--- src/source/sv32_mmu_params.svh ---
`ifndef SV32_MMU_PARAMS_SVH
`define SV32_MMU_PARAMS_SVH

// ====================
// Sv32 page geometry
// ====================
`define SV32_PAGE_SHIFT 12  // 4 KiB base page
`define SV32_VPN_BITS   10  // One VPN field, two levels
`define SV32_PPN_BITS   22  // PPN[1] 12 bits, PPN[0] 10 bits
`define SV32_PA_BITS    34  // Full Sv32 physical address

// Bytes per page-table entry
`define SV32_PTE_BYTES  4

// ====================
// TLB sizing
// ====================
`define MMU_TLB_ENTRIES 8   // Power of 2 only

`endif

--- src/source/sv32_mmu_pkg.sv ---
`default_nettype none

`include "sv32_mmu_params.svh"

package sv32_mmu_pkg;

  // PTE flag byte, D down to V
  typedef struct packed {
    logic d;  // Dirty
    logic a;  // Accessed
    logic g;  // Global
    logic u;  // User page
    logic x;
    logic w;
    logic r;
    logic v;  // Valid
  } pte_flags_t;

  typedef logic [2*`SV32_VPN_BITS-1:0] vpn_t;  // VPN[1], VPN[0]
  typedef logic [`SV32_PPN_BITS-1:0]   ppn_t;
  typedef logic [`SV32_PA_BITS-1:0]    paddr_t;

  // 32-bit Sv32 PTE as read from memory
  typedef struct packed {
    ppn_t       ppn;
    logic [1:0] rsw;  // Software bits, ignored by hardware
    pte_flags_t flags;
  } pte_t;

  typedef enum logic [1:0] {
    PRIV_U = 2'd0,
    PRIV_S = 2'd1,
    PRIV_M = 2'd3
  } priv_t;

  typedef struct packed {
    logic       valid;
    vpn_t       vpn;
    ppn_t       ppn;
    pte_flags_t flags;
    logic       megapage;  // Level-1 leaf, 4 MiB
  } tlb_entry_t;

  // Leaf PA, megapage keeps VA[21:0] and only PPN[1]
  function automatic paddr_t leaf_paddr(ppn_t ppn, logic [31:0] vaddr, logic megapage);
    if (megapage) begin
      return {ppn[`SV32_PPN_BITS-1:`SV32_VPN_BITS],
              vaddr[`SV32_VPN_BITS+`SV32_PAGE_SHIFT-1:0]};
    end
    return {ppn, vaddr[`SV32_PAGE_SHIFT-1:0]};  // 4 KiB page
  endfunction

endpackage

`default_nettype wire

--- src/source/mmu_ifs.sv ---
`timescale 1ns/1ps
`default_nettype none

// Combinational TLB probe, answered in the same cycle
interface tlb_lookup_if;
  sv32_mmu_pkg::vpn_t       vpn;
  logic                     hit;
  sv32_mmu_pkg::ppn_t       ppn;
  sv32_mmu_pkg::pte_flags_t flags;
  logic                     megapage;

  modport requester (output vpn, input hit, ppn, flags, megapage);
  modport responder (input vpn, output hit, ppn, flags, megapage);
endinterface

// One-cycle fill pulse from the walker
interface tlb_fill_if;
  logic                     fill;
  sv32_mmu_pkg::vpn_t       vpn;
  sv32_mmu_pkg::ppn_t       ppn;
  sv32_mmu_pkg::pte_flags_t flags;
  logic                     megapage;

  modport source (output fill, vpn, ppn, flags, megapage);
  modport sink   (input fill, vpn, ppn, flags, megapage);
endinterface

// Walk launch and completion
interface page_walk_if;
  logic                 start;     // Pulse
  logic [31:0]          vaddr;
  sv32_mmu_pkg::ppn_t   root_ppn;  // From satp
  logic                 done;      // Pulse, fault/paddr valid here
  logic                 fault;
  sv32_mmu_pkg::paddr_t paddr;

  modport launcher (output start, vaddr, root_ppn, input done, fault, paddr);
  modport walker   (input start, vaddr, root_ppn, output done, fault, paddr);
endinterface

`default_nettype wire

--- src/source/mmu_tlb.sv ---
`timescale 1ns/1ps
`default_nettype none

`include "sv32_mmu_params.svh"

module mmu_tlb #(
  parameter int TLB_ENTRIES = `MMU_TLB_ENTRIES
) (
  input  logic            clk,
  input  logic            reset_n,
  input  logic            flush_all,
  input  logic            flush_page,
  input  logic [31:0]     flush_vaddr,
  tlb_lookup_if.responder lk,
  tlb_fill_if.sink        fl
);

  localparam int IDX_BITS = $clog2(TLB_ENTRIES);
  localparam int VB       = `SV32_VPN_BITS;

  sv32_mmu_pkg::tlb_entry_t entries [TLB_ENTRIES];
  logic [IDX_BITS-1:0]      rr_idx;     // Next victim
  sv32_mmu_pkg::vpn_t       flush_vpn;

  // Megapage entries compare VPN[1] only
  function automatic logic entry_match(sv32_mmu_pkg::tlb_entry_t e,
                                       sv32_mmu_pkg::vpn_t vpn);
    logic hi_eq;
    logic lo_eq;
    hi_eq = (e.vpn[2*VB-1:VB] == vpn[2*VB-1:VB]);
    lo_eq = (e.vpn[VB-1:0] == vpn[VB-1:0]);
    return e.valid && hi_eq && (e.megapage || lo_eq);
  endfunction

  assign flush_vpn = flush_vaddr[31:`SV32_PAGE_SHIFT];

  // ====================
  // Lookup
  // ====================
  always_comb begin
    lk.hit      = 1'b0;
    lk.ppn      = '0;
    lk.flags    = '0;
    lk.megapage = 1'b0;
    for (int i = 0; i < TLB_ENTRIES; i++) begin
      if (entry_match(entries[i], lk.vpn)) begin  // At most one match expected
        lk.hit      = 1'b1;
        lk.ppn      = entries[i].ppn;
        lk.flags    = entries[i].flags;
        lk.megapage = entries[i].megapage;
      end
    end
  end

  // ====================
  // Fill and flush
  // ====================
  always_ff @(posedge clk or negedge reset_n) begin
    if (!reset_n) begin
      rr_idx <= '0;
      for (int i = 0; i < TLB_ENTRIES; i++) begin
        entries[i] <= '0;
      end
    end else if (flush_all) begin
      for (int i = 0; i < TLB_ENTRIES; i++) begin
        entries[i].valid <= 1'b0;
      end
    end else if (flush_page) begin
      // Same match rule as lookup, so a megapage goes too
      for (int i = 0; i < TLB_ENTRIES; i++) begin
        if (entry_match(entries[i], flush_vpn)) begin
          entries[i].valid <= 1'b0;
        end
      end
    end else if (fl.fill) begin  // Fill loses to any flush
      entries[rr_idx] <= '{valid:    1'b1,
                           vpn:      fl.vpn,
                           ppn:      fl.ppn,
                           flags:    fl.flags,
                           megapage: fl.megapage};
      rr_idx <= rr_idx + 1'b1;  // Round robin, wraps
    end
  end

endmodule

`default_nettype wire

--- src/source/mmu_perm_check.sv ---
`timescale 1ns/1ps
`default_nettype none

module mmu_perm_check (
  input  sv32_mmu_pkg::pte_flags_t flags,
  input  logic                     is_store,
  input  logic                     is_fetch,
  input  sv32_mmu_pkg::priv_t      priv,
  input  logic                     sum,
  input  logic                     mxr,
  output logic                     allowed
);

  logic leaf_ok;
  logic priv_ok;
  logic access_ok;

  // Valid, some permission bit, and no W without R
  assign leaf_ok = flags.v && (flags.r || flags.w || flags.x) && !(flags.w && !flags.r);

  // Privilege against the U bit
  always_comb begin
    case (priv)
      sv32_mmu_pkg::PRIV_U: priv_ok = flags.u;
      sv32_mmu_pkg::PRIV_S: priv_ok = !flags.u || sum;  // SUM opens U pages
      default:              priv_ok = 1'b1;
    endcase
  end

  // Access type
  always_comb begin
    if (is_fetch) begin
      access_ok = flags.x;
    end else if (is_store) begin
      access_ok = flags.w;
    end else begin
      access_ok = flags.r || (flags.x && mxr);  // MXR lets loads read X pages
    end
  end

  assign allowed = leaf_ok && priv_ok && access_ok;

endmodule

`default_nettype wire

--- src/source/mmu_page_walker.sv ---
`timescale 1ns/1ps
`default_nettype none

`include "sv32_mmu_params.svh"

module mmu_page_walker (
  input  logic                 clk,
  input  logic                 reset_n,
  output logic                 mem_req,
  output sv32_mmu_pkg::paddr_t mem_addr,
  input  logic                 mem_ack,
  input  logic [31:0]          mem_rdata,
  input  logic                 is_store,
  input  logic                 is_fetch,
  input  sv32_mmu_pkg::priv_t  priv,
  input  logic                 sum,
  input  logic                 mxr,
  page_walk_if.walker          pw,
  tlb_fill_if.source           tf
);

  localparam int VB = `SV32_VPN_BITS;
  localparam int PS = `SV32_PAGE_SHIFT;

  typedef enum logic [1:0] {W_IDLE, W_READ, W_RELEASE} walk_state_t;

  walk_state_t        state;
  logic               level;     // 1 at root table
  logic               descend;   // Second read pending
  logic [31:0]        vaddr_q;
  sv32_mmu_pkg::pte_t pte;
  logic               pte_leaf;
  logic               pte_allowed;
  logic               walk_ok;
  logic               walk_down;

  // PTE address = ppn * page + index * PTE size
  function automatic sv32_mmu_pkg::paddr_t pte_addr(sv32_mmu_pkg::ppn_t ppn,
                                                    logic [VB-1:0] idx);
    return {ppn, PS'(0)} + sv32_mmu_pkg::paddr_t'(idx) * `SV32_PTE_BYTES;
  endfunction

  // ====================
  // PTE decode
  // ====================
  assign pte       = sv32_mmu_pkg::pte_t'(mem_rdata);
  assign pte_leaf  = pte.flags.r || pte.flags.x;
  assign walk_ok   = pte.flags.v && pte_leaf && pte_allowed;
  assign walk_down = pte.flags.v && !pte_leaf && level;  // Pointer at level 0 faults

  mmu_perm_check u_leaf_perm (
    .flags    (pte.flags),
    .is_store (is_store),
    .is_fetch (is_fetch),
    .priv     (priv),
    .sum      (sum),
    .mxr      (mxr),
    .allowed  (pte_allowed)
  );

  // ====================
  // Walk FSM
  // ====================
  always_ff @(posedge clk or negedge reset_n) begin
    if (!reset_n) begin
      state    <= W_IDLE;
      level    <= 1'b0;
      descend  <= 1'b0;
      mem_req  <= 1'b0;
      pw.done  <= 1'b0;
      pw.fault <= 1'b0;
      tf.fill  <= 1'b0;
    end else begin
      pw.done <= 1'b0;  // Single-cycle pulses
      tf.fill <= 1'b0;
      case (state)
        W_IDLE: begin
          if (pw.start) begin
            mem_req <= 1'b1;  // Root PTE read
            level   <= 1'b1;
            state   <= W_READ;
          end
        end
        W_READ: begin
          if (mem_ack) begin
            mem_req  <= 1'b0;
            level    <= 1'b0;
            descend  <= walk_down;
            pw.done  <= !walk_down;
            pw.fault <= !walk_ok && !walk_down;
            tf.fill  <= walk_ok;   // Lands with done
            state    <= W_RELEASE;
          end
        end
        W_RELEASE: begin
          if (!mem_ack) begin  // Four-phase return to zero
            if (descend) begin
              mem_req <= 1'b1;
              descend <= 1'b0;
              state   <= W_READ;
            end else begin
              state <= W_IDLE;
            end
          end
        end
        default: state <= W_IDLE;
      endcase
    end
  end

  // Address and result payload
  always_ff @(posedge clk) begin
    if (state == W_IDLE && pw.start) begin
      vaddr_q  <= pw.vaddr;
      mem_addr <= pte_addr(pw.root_ppn, pw.vaddr[31:PS+VB]);  // VPN[1]
    end
    if (state == W_READ && mem_ack) begin
      mem_addr    <= pte_addr(pte.ppn, vaddr_q[PS+VB-1:PS]);  // VPN[0], used on descend
      pw.paddr    <= sv32_mmu_pkg::leaf_paddr(pte.ppn, vaddr_q, level);
      tf.vpn      <= vaddr_q[31:PS];
      tf.ppn      <= pte.ppn;
      tf.flags    <= pte.flags;
      tf.megapage <= level;  // Leaf found at root
    end
  end

endmodule

`default_nettype wire

--- src/source/mmu_xlate_ctrl.sv ---
`timescale 1ns/1ps
`default_nettype none

`include "sv32_mmu_params.svh"

module mmu_xlate_ctrl (
  input  logic                 clk,
  input  logic                 reset_n,
  input  logic                 req,
  input  logic [31:0]          vaddr,
  input  logic                 is_store,
  input  logic                 is_fetch,
  input  logic [31:0]          satp,
  input  sv32_mmu_pkg::priv_t  priv,
  input  logic                 sum,
  input  logic                 mxr,
  output logic                 ack,
  output sv32_mmu_pkg::paddr_t paddr,
  output logic                 page_fault,
  tlb_lookup_if.requester      lk,
  page_walk_if.launcher        pw
);

  typedef enum logic [1:0] {C_IDLE, C_WAIT_WALK, C_ACK, C_DRAIN} ctrl_state_t;

  ctrl_state_t          state;
  logic                 xlate_on;
  logic                 hit_allowed;
  sv32_mmu_pkg::paddr_t direct_pa;    // Bare or hit result
  logic                 direct_fault;

  // satp MODE is bit 31, M-mode never translates
  assign xlate_on    = satp[31] && (priv != sv32_mmu_pkg::PRIV_M);
  assign pw.root_ppn = satp[`SV32_PPN_BITS-1:0];
  assign pw.vaddr    = vaddr;  // Held stable by requester
  assign lk.vpn      = vaddr[31:`SV32_PAGE_SHIFT];

  mmu_perm_check u_hit_perm (
    .flags    (lk.flags),
    .is_store (is_store),
    .is_fetch (is_fetch),
    .priv     (priv),
    .sum      (sum),
    .mxr      (mxr),
    .allowed  (hit_allowed)
  );

  assign direct_pa = xlate_on ? sv32_mmu_pkg::leaf_paddr(lk.ppn, vaddr, lk.megapage)
                              : sv32_mmu_pkg::paddr_t'(vaddr);
  assign direct_fault = xlate_on && !hit_allowed;

  // ====================
  // Request FSM
  // ====================
  always_ff @(posedge clk or negedge reset_n) begin
    if (!reset_n) begin
      state      <= C_IDLE;
      ack        <= 1'b0;
      page_fault <= 1'b0;
      pw.start   <= 1'b0;
    end else begin
      pw.start <= 1'b0;
      case (state)
        C_IDLE: begin
          if (req) begin
            if (xlate_on && !lk.hit) begin
              pw.start <= 1'b1;  // Miss
              state    <= C_WAIT_WALK;
            end else begin
              page_fault <= direct_fault;
              state      <= C_ACK;
            end
          end
        end
        C_WAIT_WALK: begin
          if (pw.done) begin
            page_fault <= pw.fault;
            state      <= C_ACK;
          end
        end
        C_ACK: begin
          ack   <= 1'b1;
          state <= C_DRAIN;
        end
        C_DRAIN: begin
          if (!req) begin  // Hold until requester lets go
            ack        <= 1'b0;
            page_fault <= 1'b0;
            state      <= C_IDLE;
          end
        end
        default: state <= C_IDLE;
      endcase
    end
  end

  // Result register
  always_ff @(posedge clk) begin
    if (state == C_IDLE && req) begin
      paddr <= direct_pa;
    end
    if (state == C_WAIT_WALK && pw.done) begin
      paddr <= pw.paddr;
    end
  end

endmodule

`default_nettype wire

--- src/source/sv32_mmu.sv ---
`timescale 1ns/1ps
`default_nettype none

`include "sv32_mmu_params.svh"

module sv32_mmu (
  input  logic                     clk,
  input  logic                     reset_n,
  // Translation request
  input  logic                     req,
  input  logic [31:0]              vaddr,
  input  logic                     is_store,
  input  logic                     is_fetch,
  output logic                     ack,
  output logic [`SV32_PA_BITS-1:0] paddr,
  output logic                     page_fault,
  // Page-table memory, MMU is master
  output logic                     mem_req,
  output logic [`SV32_PA_BITS-1:0] mem_addr,
  input  logic                     mem_ack,
  input  logic [31:0]              mem_rdata,
  // CSR state
  input  logic [31:0]              satp,
  input  logic [1:0]               priv,
  input  logic                     mstatus_sum,
  input  logic                     mstatus_mxr,
  // TLB maintenance
  input  logic                     flush_all,
  input  logic                     flush_page,
  input  logic [31:0]              flush_vaddr
);

  tlb_lookup_if lk_if ();
  tlb_fill_if   fill_if ();
  page_walk_if  walk_if ();

  // ====================
  // Blocks
  // ====================
  mmu_xlate_ctrl u_ctrl (
    .clk        (clk),
    .reset_n    (reset_n),
    .req        (req),
    .vaddr      (vaddr),
    .is_store   (is_store),
    .is_fetch   (is_fetch),
    .satp       (satp),                          // Decoded inside
    .priv       (sv32_mmu_pkg::priv_t'(priv)),
    .sum        (mstatus_sum),
    .mxr        (mstatus_mxr),
    .ack        (ack),
    .paddr      (paddr),
    .page_fault (page_fault),
    .lk         (lk_if.requester),
    .pw         (walk_if.launcher)
  );

  mmu_tlb #(
    .TLB_ENTRIES (`MMU_TLB_ENTRIES)
  ) u_tlb (
    .clk         (clk),
    .reset_n     (reset_n),
    .flush_all   (flush_all),
    .flush_page  (flush_page),
    .flush_vaddr (flush_vaddr),
    .lk          (lk_if.responder),
    .fl          (fill_if.sink)
  );

  mmu_page_walker u_walker (
    .clk       (clk),
    .reset_n   (reset_n),
    .mem_req   (mem_req),
    .mem_addr  (mem_addr),
    .mem_ack   (mem_ack),
    .mem_rdata (mem_rdata),
    .is_store  (is_store),
    .is_fetch  (is_fetch),
    .priv      (sv32_mmu_pkg::priv_t'(priv)),
    .sum       (mstatus_sum),
    .mxr       (mstatus_mxr),
    .pw        (walk_if.walker),
    .tf        (fill_if.source)
  );

endmodule

`default_nettype wire

--- config.mk ---
export PLATFORM = sky130hd
export DESIGN_NAME = sv32_mmu
export DESIGN_NICKNAME = d
export VERILOG_FILES = /design/src/source/sv32_mmu_pkg.sv /design/src/source/mmu_ifs.sv /design/src/source/mmu_tlb.sv /design/src/source/mmu_perm_check.sv /design/src/source/mmu_page_walker.sv /design/src/source/mmu_xlate_ctrl.sv /design/src/source/sv32_mmu.sv
export VERILOG_INCLUDE_DIRS = /design/src /design/src/source
export SDC_FILE = /design/constraint.sdc
export NUM_CORES = 1
export LEC_CHECK = 0
export ABC_AREA = 1
export BUFFER_PORTS_ARGS = -buffer_cell sky130_fd_sc_hd__buf_4
export CAP_MARGIN = 20
export CORE_UTILIZATION = 55
export DETAILED_ROUTE_END_ITERATION = 6
export GPL_TIMING_DRIVEN = 0
export PLACE_DENSITY = 0.74
export SYNTH_ARGS = -nofsm -noshare
export SYNTH_HDL_FRONTEND = slang
export SYNTH_SLANG_ARGS = --single-unit
--- constraint.sdc ---
create_clock -name clk -period 3.9 [get_ports clk]
set_input_delay 0.195 -clock clk [delete_from_list [all_inputs] [get_ports clk]]
set_output_delay 0.195 -clock clk [all_outputs]
set_load 0.02 [all_outputs]
# After elaboration in Yosys (flattened, before gate mapping)
# Cells that the tools add are included.
# Widths: inputs -> output; s select.
[word_totals] wordCells=417 register_bits=617 inputBits=140 output_inout_bits=71
[op_classes] n_reduce_logical=121 n_eq_ne=55 n_bitwise=3 addsub=3 magnitude_cmp=2 n_mux=110
[op_table] operator="$bwmux 416" count=1
[op_table] operator="$mux 416" count=1
[op_table] operator="$eq 10x10->1" count=32
[op_table] operator="$mux 34" count=9
[op_table] operator="$mux 22" count=8
[op_table] operator="$demux 52 s3" count=1
[op_table] operator="$add 34x12->34" count=2
[op_table] operator="$mux 1" count=65
[op_table] operator="$logic_and 1x1->1" count=57
[op_table] operator="$mux 52" count=1
[op_table] operator="$mux 5" count=8
[op_table] operator="$logic_or 1x1->1" count=25
[op_table] operator="$ne 3x2->1 const B" count=8
[op_table] operator="$reduce_and 2->1" count=10
[op_table] operator="$reduce_and 3->1" count=5
[op_table] operator="$mux 2" count=7
[op_table] operator="$ne 2x2->1 const B" count=7
[op_table] operator="$logic_not 1->1" count=11
[op_table] operator="$pmux 1 s2" count=5
[op_table] operator="$reduce_and 5->1" count=2
[op_table] operator="$reduce_bool 2->1" count=5
[op_table] operator="$reduce_bool 3->1" count=3
[op_table] operator="$pmux 2 s4" count=1
[op_table] operator="$eq 2x1->1 const B" count=3
[op_table] operator="10 further kinds" count=17

# Depth between registers and ports, before layout
# Gate-level depths: netlist (run 1).
[depth] word_depth=22 ltp_mapped=24 depth_no_buf=23

# Modules after synthesis
# From an unflattened synthesis (run 1), not the netlist that was laid out.
[unflattened] hier_cells=3567 area_unflattened_um2=29748.5
[modules_own_cells] module="mmu_tlb" cells_per_inst=2888 area_per_inst_um2=21859.7 instances=1
[modules_own_cells] module="mmu_page_walker" cells_per_inst=324 area_per_inst_um2=5117.4 instances=1
[modules_own_cells] module="mmu_xlate_ctrl" cells_per_inst=323 area_per_inst_um2=2638.8 instances=1
[modules_own_cells] module="mmu_perm_check" cells_per_inst=16 area_per_inst_um2=66.3 instances=2

# Least setup slack after synthesis (run 1)
# No wires, ideal clock.
[synth_path] path_kind="register -> register" startpoint="reg u_ctrl.state[0]" endpoint="reg u_ctrl.paddr[0], enable pin" setup_ps=472 stages_incl_launch_ff=5 n_path_buf=0 synth_period_minus_slack_ps=3614 t_arrival_ps=3142 path_slack_ps=286 cell_sequence="dfrtp_1 -> inv_1 -> ha_1 -> inv_1 -> o21ai_0"
[synth_via] elab_chain_cells=3 word_cells_on_any_way=5 classes_between="eq/ne (1); reduce/logical (4)"
[synth_rtl] item="start, declared" line_no="mmu_xlate_ctrl.sv:26" text="ctrl_state_t state;"
[synth_rtl] item="start signal, assigned" line_no="mmu_xlate_ctrl.sv:57" text="state <= C_IDLE;"
[synth_rtl] item="start signal, assigned" line_no="mmu_xlate_ctrl.sv:68" text="state <= C_WAIT_WALK;"
[synth_rtl] item="start signal, assigned" line_no="mmu_xlate_ctrl.sv:71" text="state <= C_ACK;"
[synth_rtl] item="$eq 2x1->1 / $logic_not 2->1 (equally long branches)" line_no="mmu_xlate_ctrl.sv:102, mmu_xlate_ctrl.sv:99"
[synth_rtl] item="$logic_and 1x1->1 (on tied branches)" line_no="mmu_xlate_ctrl.sv:102, mmu_xlate_ctrl.sv:99"
[synth_rtl] item="$reduce_bool 2->1 (no line) (*)"
[synth_rtl] item="end signal, assigned" line_no="mmu_xlate_ctrl.sv:100" text="paddr <= direct_pa;"
[synth_rtl] item="end signal, assigned" line_no="mmu_xlate_ctrl.sv:103" text="paddr <= pw.paddr;"
[synth_rtl] item="end, declared" line_no="mmu_xlate_ctrl.sv:18" text="output sv32_mmu_pkg::paddr_t paddr,"
# Mark *: on every way between the ends. The rest lies on a longest branch, timed or not.
# A chain may end at the register's enable or synchronous reset.

# Final worst setup path (run 1)
[layout_path] startpoint="in vaddr[18]" endpoint="reg u_ctrl.paddr[33] (data pin)"
[layout_via] elab_chain_cells=16 word_cells_on_any_way=46 classes_between="eq/ne (8); mux (22); reduce/logical (16)"
[layout_rtl] item="start, declared" line_no="sv32_mmu.sv:11" text="input logic [31:0] vaddr,"
[layout_rtl] item="$eq 10x10->1" line_no="mmu_tlb.sv:31" text="lo_eq = (e.vpn[VB-1:0] == vpn[VB-1:0]);"
[layout_rtl] item="$logic_or 1x1->1" line_no="mmu_tlb.sv:32" text="return e.valid && hi_eq && (e.megapage || lo_eq);"
[layout_rtl] item="$logic_and 1x1->1" line_no="mmu_tlb.sv:32"
[layout_rtl] item="$mux 22 / $mux 1 (equally long branches) (8 in a row)" line_no="mmu_tlb.sv:46" text="if (entry_match(entries[i], lk.vpn)) begin"
[layout_rtl] item="$mux 34 / $mux 1 (equally long branches)" line_no="sv32_mmu_pkg.sv:46" text="if (megapage) begin"
[layout_rtl] item="$mux 34 (*)" line_no="sv32_mmu_pkg.sv:50" text="return {ppn, vaddr[`SV32_PAGE_SHIFT-1:0]};"
[layout_rtl] item="$mux 34 (*)" line_no="mmu_xlate_ctrl.sv:48" text="assign direct_pa = xlate_on ? sv32_mmu_pkg::leaf_paddr(lk.ppn, vaddr, lk.megapage)"
[layout_rtl] item="$mux 34 (*)" line_no="mmu_xlate_ctrl.sv:99" text="if (state == C_IDLE && req) begin"
[layout_rtl] item="$mux 34 (*)" line_no="mmu_xlate_ctrl.sv:102" text="if (state == C_WAIT_WALK && pw.done) begin"
# Mark *: on every way between the ends. The rest lies on a longest branch, timed or not. The select of a mux whose other input is x is not followed.

==> impl_metrics.tcl, run 1 <==
set metrics [dict create \
    grt_pass1_vias 25050 \
    r2r_setup_slack_ns 0.46 \
    p_leak_nw 14.89 \
    cts_buffer_depth 3 \
    syn2layout_area_growth_pct 18.23 \
    htree_levels 2 \
    setup_tns_ns 0 \
    r2r_cells 16 \
    synth_edf_count 168 \
    remaining_drc_errors 6 \
    yosysTopAreaCellShare_pct 36.12 \
    maxCapViolCount 0 \
    power_density_nw_per_um2 484.7 \
    dpl_cell_area_um2 30520 \
    finalInstanceArea_um2 33420 \
    critPathLaunchType "input port" \
    vdd_drop_max_uv 453.8 \
    first_pass_iters 7 \
    yosys_warnings 0 \
    syn_area_um2 28270 \
    hold_viol 0 \
    cts_buffers 61 \
    fin_skew_ns 0.02886 \
    postRouteAntennaNets 0 \
    place_hpwl_um 74500 \
    start_util_pct 56.00 \
    critical_path_class "in2reg" \
    layout-drive-gt1-share_pct 9.344 \
    grt_setup_unrepaired "false" \
    core_um2 50480 \
    grt_pass1_wl_um 157300 \
    hold_depth 4 \
    violations "DRC" \
    final-setup-viol-count 0 \
    ys_ff_latch 576 \
    gp_congestion 1.006 \
    synth_top_area_cell "dfrtp_1" \
    post-route-period-util_pct 95.56 \
    final_common_cell "nand2_1" \
    wire_per_inst_um 23.87 \
    groute.usage.overall_pct 40.41 \
    ys_types 57 \
    avgSynthCellArea_um2 8.409 \
    cp_max_fo 10 \
    final_cell_count_no_fill 4408 \
    most-common-layout-cells "nand2_1 (960), o21ai_0 (484), dfrtp_1 (408), inv_1 (282), nor2_1 (236)" \
    clock_latency_ns 0.66 \
    io_pins 211 \
    synth-async-reset-ratio_pct 70.83 \
    ys_seq_area_share_pct 53.96 \
    hp-start "is_fetch" \
    grt_start_max_net_pins 121 \
    cp-end-kind "register" \
    cts_root_buffer "clkbuf_16" \
    dieWidth_um 228.7 \
    hold_class "in2reg" \
    antenna_found_initial 4 \
    max_freq_ghz 0.2683 \
    maxSlewHeadroom_pct 30.89 \
    viasPerCell 6.008 \
    cp.required_ns 4.34 \
    worstHoldEndpoint "u_walker.tf.fill" \
    nets 3829 \
    rows 82 \
    period_needed_ns 3.727 \
    cts_tree "done" \
    synthTopCellsByArea "dfrtp_1 (36%), edfxtp_1 (18%), nand2_1 (13%)" \
    reg2reg_from "u_tlb.entries[362]" \
    path_clk_slew_ns 0.06 \
    cp.arrival_ns 4.17 \
    status "finished, violations left" \
    synth_ff_type "dfrtp_1" \
    cts_sinks 576 \
    dpl.cell_count 4205 \
    final_core_util_pct 66.21 \
    dieArea_um2 52310 \
    grt.overflow.total 0 \
    portBuffers 164 \
    drt_iter0_drc 3982 \
    worst_pin_slew_ns 1.037 \
    rr_endpoint "u_ctrl.paddr[33]" \
    fp.dieH_um 228.7 \
    routed-via-count 26480 \
    slew_violations 0 \
    synthCells 3362 \
    routed_wl_um 105200 \
]
[sequential cells by signal, indices dropped and copies added (netlist names), 2 cells and up]
register           cells
u_ctrl.paddr          34
u_ctrl.state           2
u_tlb.entries        392
u_tlb.rr_idx           3
u_walker.mem_addr     32
u_walker.pw.paddr     22
u_walker.state         2
u_walker.tf.flags      5
u_walker.tf.ppn       22
u_walker.tf.vpn       20
u_walker.vaddr_q      32
[worst max-delay path, stage by stage]
cell,delay [ns]
dlygate4sd3_1,0.53
buf_4,0.13
buf_2,0.41
inv_2,0.20
nand2_1,0.09
o21ai_0,0.08
nor2_1,0.12
nand3_1,0.08
nor2_1,0.42
o21ai_2,0.15
inv_2,0.16
clkbuf_1,0.47
a21oi_1,0.14
o21ai_1,0.18
o211ai_1,0.21
a21oi_1,0.23
o21ai_1,0.08
o22ai_1,0.27
[layout make-up]
| cell class | count | area (um2) |
|---|---|---|
| inverters | 299 | 1124 |
| flip-flops and latches | 576 | 15250 |
| clock buffers | 74 | 1595 |
| multi-input cells | 2318 | 11150 |
| plain buffers | 170 | 755.7 |
| well taps | 672 | 840.8 |
| diodes | 1 | 2.502 |
| clock inverters | 41 | 436.7 |
| repair buffers | 257 | 2260 |
| fillers | 4246 | 17060 |
[worst max path at each step]
stage | startpoint | depth (start not counted) | endpoint | slack (ns)
global placement | reset_n | 1 | u_tlb.entries[282] | -1.60
CTS | vaddr[28] | 19 | u_ctrl.paddr[17] | 0.36
detailed placement | vaddr[28] | 18 | u_ctrl.paddr[17] | 0.23
global route | vaddr[18] | 20 | u_ctrl.paddr[30] | 0.06
floorplan | u_ctrl.state[0] | 4 | u_ctrl.paddr[0] | 0.29
finish | vaddr[18] | 18 | u_ctrl.paddr[33] | 0.17
[synthesized netlist by cell type (all sizes together), types with 2 or more instances]
cell / n
o211ai: 7
nand3: 74
nor2b: 2
a31oi: 5
o31ai: 21
a22oi: 2
nand3b: 4
clkinv: 6
o21ai: 507
a211oi: 2
inv: 293
o221ai: 3
ha: 6
a221oi: 8
xnor2: 56
nor2: 238
buf: 51
a2111oi: 6
a41oi: 7
and2: 3
nand4: 30
dfrtp: 408
and3: 2
o22ai: 37
edfxtp: 168
nor4b: 2
a21oi: 155
nor3: 29
clkbuf: 119
nand2: 966
or2: 19
nor4: 29
xor2: 73
o2111ai: 12
nor3b: 4
[layer usage]
metal	part of all wire [%]	vias to the layer above	routed length [um]	track usage, %
met2	43	1856	44870	58.74
met3	13	335	13610	10.49
met4	5.3	2	5574	19.48
met1	39	12550	41140	56.41
met5	0.012	-	13	0
li1	-	11740	-	-
[logic make-up after synthesis]
family | share of synthesized area (%)
AO/OA/AOI/OAI | 14.97
buffers and inverters | 6.635
XOR/XNOR | 3.997
other | 0.01327
adder cells (fa/ha/maj) | 0.2656
flip-flops | 53.96
AND/OR/NAND/NOR | 20.16
[power by group]
| part | total (mW) | switching [mW] | leakage (nW) | internal [mW] |
|---|---|---|---|---|
| clock | 6.04 | 2.60 | 0.988 | 3.45 |
| combinational | 2.79 | 1.91 | 6.70 | 0.885 |
| sequential | 7.36 | 0.395 | 7.20 | 6.97 |
[metrics by stage]
stage               setup slack (ns)  hold WS [ns]  total power [mW]
floorplan                     0.2859       -0.1006             8.839
global placement              -1.605        0.3804             10.01
detailed placement            0.2266        0.3324             10.08
CTS                           0.3609       0.08004             16.09
global route                 0.06127        0.1231             16.70
finish                        0.1731        0.1403             16.20
[timing repair]
item | CTS | global route
hold buffers | 87 | 0
endpoints found under the setup margin | 0 | 1
hold endpoints to repair | 226 | 0
gates resized for setup | 0 | 1
setup buffers | 0 | 0
Power figures use the tool's default switching activity.
==> run 2, diff against run 1 <==
Settings changed: CORE_MARGIN set to 5, CTS_BUF_LIST set to sky130_fd_sc_hd__clkbuf_4 sky130_fd_sc_hd__clkbuf_8.
==> impl_metrics.tcl, run 2 (synthesized netlist as in run 1, its figures left out) <==
set metrics [dict create \
    remaining_drc_errors 0 \
    multi_input_area_um2 11160 \
    cts_sinks 576 \
    seq_area_um2 15250 \
    cp.required_ns 4.39 \
    fin_skew_ns 0.04867 \
    setup_tns_ns 0 \
    hold_class "in2async" \
    status "complete, no violations" \
    grt_pass1_wl_um 160700 \
    cts_tree "done" \
    postRouteAntennaNets 0 \
    post_cts_buffers 0 \
    max_stage_delay_ns 0.53 \
    place_hpwl_um 74080 \
    dieWidth_um 236.7 \
    cts_buffer_depth 3 \
    maxSlewHeadroom_pct 23.36 \
    dpl_cell_area_um2 30550 \
    clock_latency_ns 0.73 \
    routed-via-count 26760 \
    fin_ws_ns 0.2781 \
    rr_endpoint "u_ctrl.page_fault" \
    final-setup-viol-count 0 \
    power_density_nw_per_um2 480.7 \
    portBuffers 164 \
    vdd_drop_max_uv 447.4 \
    r2r_setup_slack_ns 0.32 \
    largest_reg_flops 392 \
    worstPathCellList "dlygate4sd3_1 -> buf_4 -> buf_2 -> inv_2 -> nand2_1 -> o21ai_0 -> nor2_1 -> nand3_1 -> nor2_1 -> o21ai_2 -> inv_2 -> clkbuf_1 -> a21oi_1 -> o21ai_1 -> o211ai_1 -> a21oi_1 -> o21ai_1 -> o22ai_1" \
    ctsHoldBuffers 87 \
    grt_pass1_vias 25500 \
    top_register "u_tlb.entries" \
    cp_max_fo 10 \
    most-common-layout-cells "nand2_1 (959), o21ai_0 (485), dfrtp_1 (408), inv_1 (282), nor2_1 (236)" \
    grt_start_max_net_pins 119 \
    gp_congestion 0.9998 \
    slew_violations 0 \
    reg_top3 "u_tlb.entries: 392 flops, u_ctrl.paddr: 34 flops" \
    cts_root_buffer "clkbuf_8" \
    hold_slack_ns 0.1059 \
    crit_slowest_cell "dlygate4sd3_1" \
    core_um2 51090 \
    p_leak_nw 15.04 \
    fillers 4288 \
    layout-drive-gt1-share_pct 11.49 \
    hold_viol 0 \
    reg2reg_from "u_tlb.entries[42]" \
    cts_resized 0 \
    maxCapViolCount 0 \
    nets 3865 \
    r2r_cells 15 \
    htree_levels 3 \
    final_core_util_pct 65.65 \
    groute.usage.overall_pct 37.86 \
    cp.arrival_ns 4.12 \
    worst_pin_slew_ns 1.138 \
    antenna_found_initial 2 \
    drt_iter0_drc 3885 \
    path_clk_slew_ns 0.06 \
    max_freq_ghz 0.2761 \
    critical_path_class "in2reg" \
    cp-end-kind "register" \
    dpl.cell_count 4215 \
    p_total_mw 16.12 \
    io_pins 211 \
    fp.dieH_um 236.7 \
    dieArea_um2 56030 \
    rows 83 \
    routed_wl_um 108400 \
    wire_per_inst_um 24.20 \
    critPathLaunchType "input port" \
    start_util_pct 55.33 \
    syn2layout_area_growth_pct 18.65 \
    final_common_cell "nand2_1" \
    grt_setup_unrepaired "false" \
    pre_cts_ws_ns 0.3195 \
    finalInstanceArea_um2 33540 \
    grt.overflow.total 0 \
    period_needed_ns 3.622 \
    first_pass_iters 6 \
    post-route-period-util_pct 92.87 \
    cts_buffers 95 \
    viasPerCell 5.977 \
    final_cell_count_no_fill 4477 \
]
-- run 2: cell types whose count changed in the layout (fill, tap and decap cells not counted), sizes merged --
| cell | delta |
|---|---|
| clkinv | -16 |
| buf | +2 |
| inv | -1 |
| clkbuf | +85 |
| clkinvlp | -3 |
| bufinv | -6 |
-- run 2: worst max-delay path, delay by kind of cell --
| family | cells | cell delay [ns] |
|---|---|---|
| simple gates | 4 | 0.70 |
| buf+inv | 6 | 1.95 |
| compound gates | 8 | 1.24 |
-- run 2: layout make-up --
| type | instances | area share [%] |
|---|---|---|
| inverter | 299 | 3.350 |
| sequential | 576 | 45.48 |
| buffer | 170 | 2.253 |
| clock inverter | 15 | 0.4588 |
| tap | 680 | 2.537 |
| multi-input combinational | 2318 | 33.26 |
| timing repair buffer | 259 | 6.782 |
| clock buffer | 159 | 5.871 |
| antenna | 1 | 0.007460 |
-- run 2: worst max path at each step --
| stage | start | to | slack, ns | cells past startpoint |
|---|---|---|---|---|
| after floorplan | u_ctrl.state[0] | u_ctrl.paddr[0] | 0.29 | 4 |
| after global placement | reset_n | u_tlb.entries[307] | -1.60 | 1 |
| after CTS | vaddr[18] | u_ctrl.paddr[33] | 0.49 | 18 |
| after global routing | u_tlb.entries[42] | u_ctrl.page_fault | 0.17 | 15 |
| final | vaddr[18] | u_ctrl.paddr[33] | 0.28 | 18 |
| after detailed placement | vaddr[18] | u_ctrl.paddr[33] | 0.32 | 17 |
-- run 2: power breakdown --
| group | internal [mW] | switching, mW | total, mW |
|---|---|---|---|
| Sequential | 6.97 | 0.410 | 7.38 |
| Clock | 3.32 | 2.62 | 5.94 |
| Combinational | 0.876 | 1.93 | 2.81 |
-- run 2: routing by layer --
metal,global-route usage (%),vias up,part of all wire [%]
met5,0,-,0.015
met4,17.82,2,5.6
met3,12.51,399,14
met2,55.31,1902,43
met1,51.56,12640,38
li1,-,11820,-
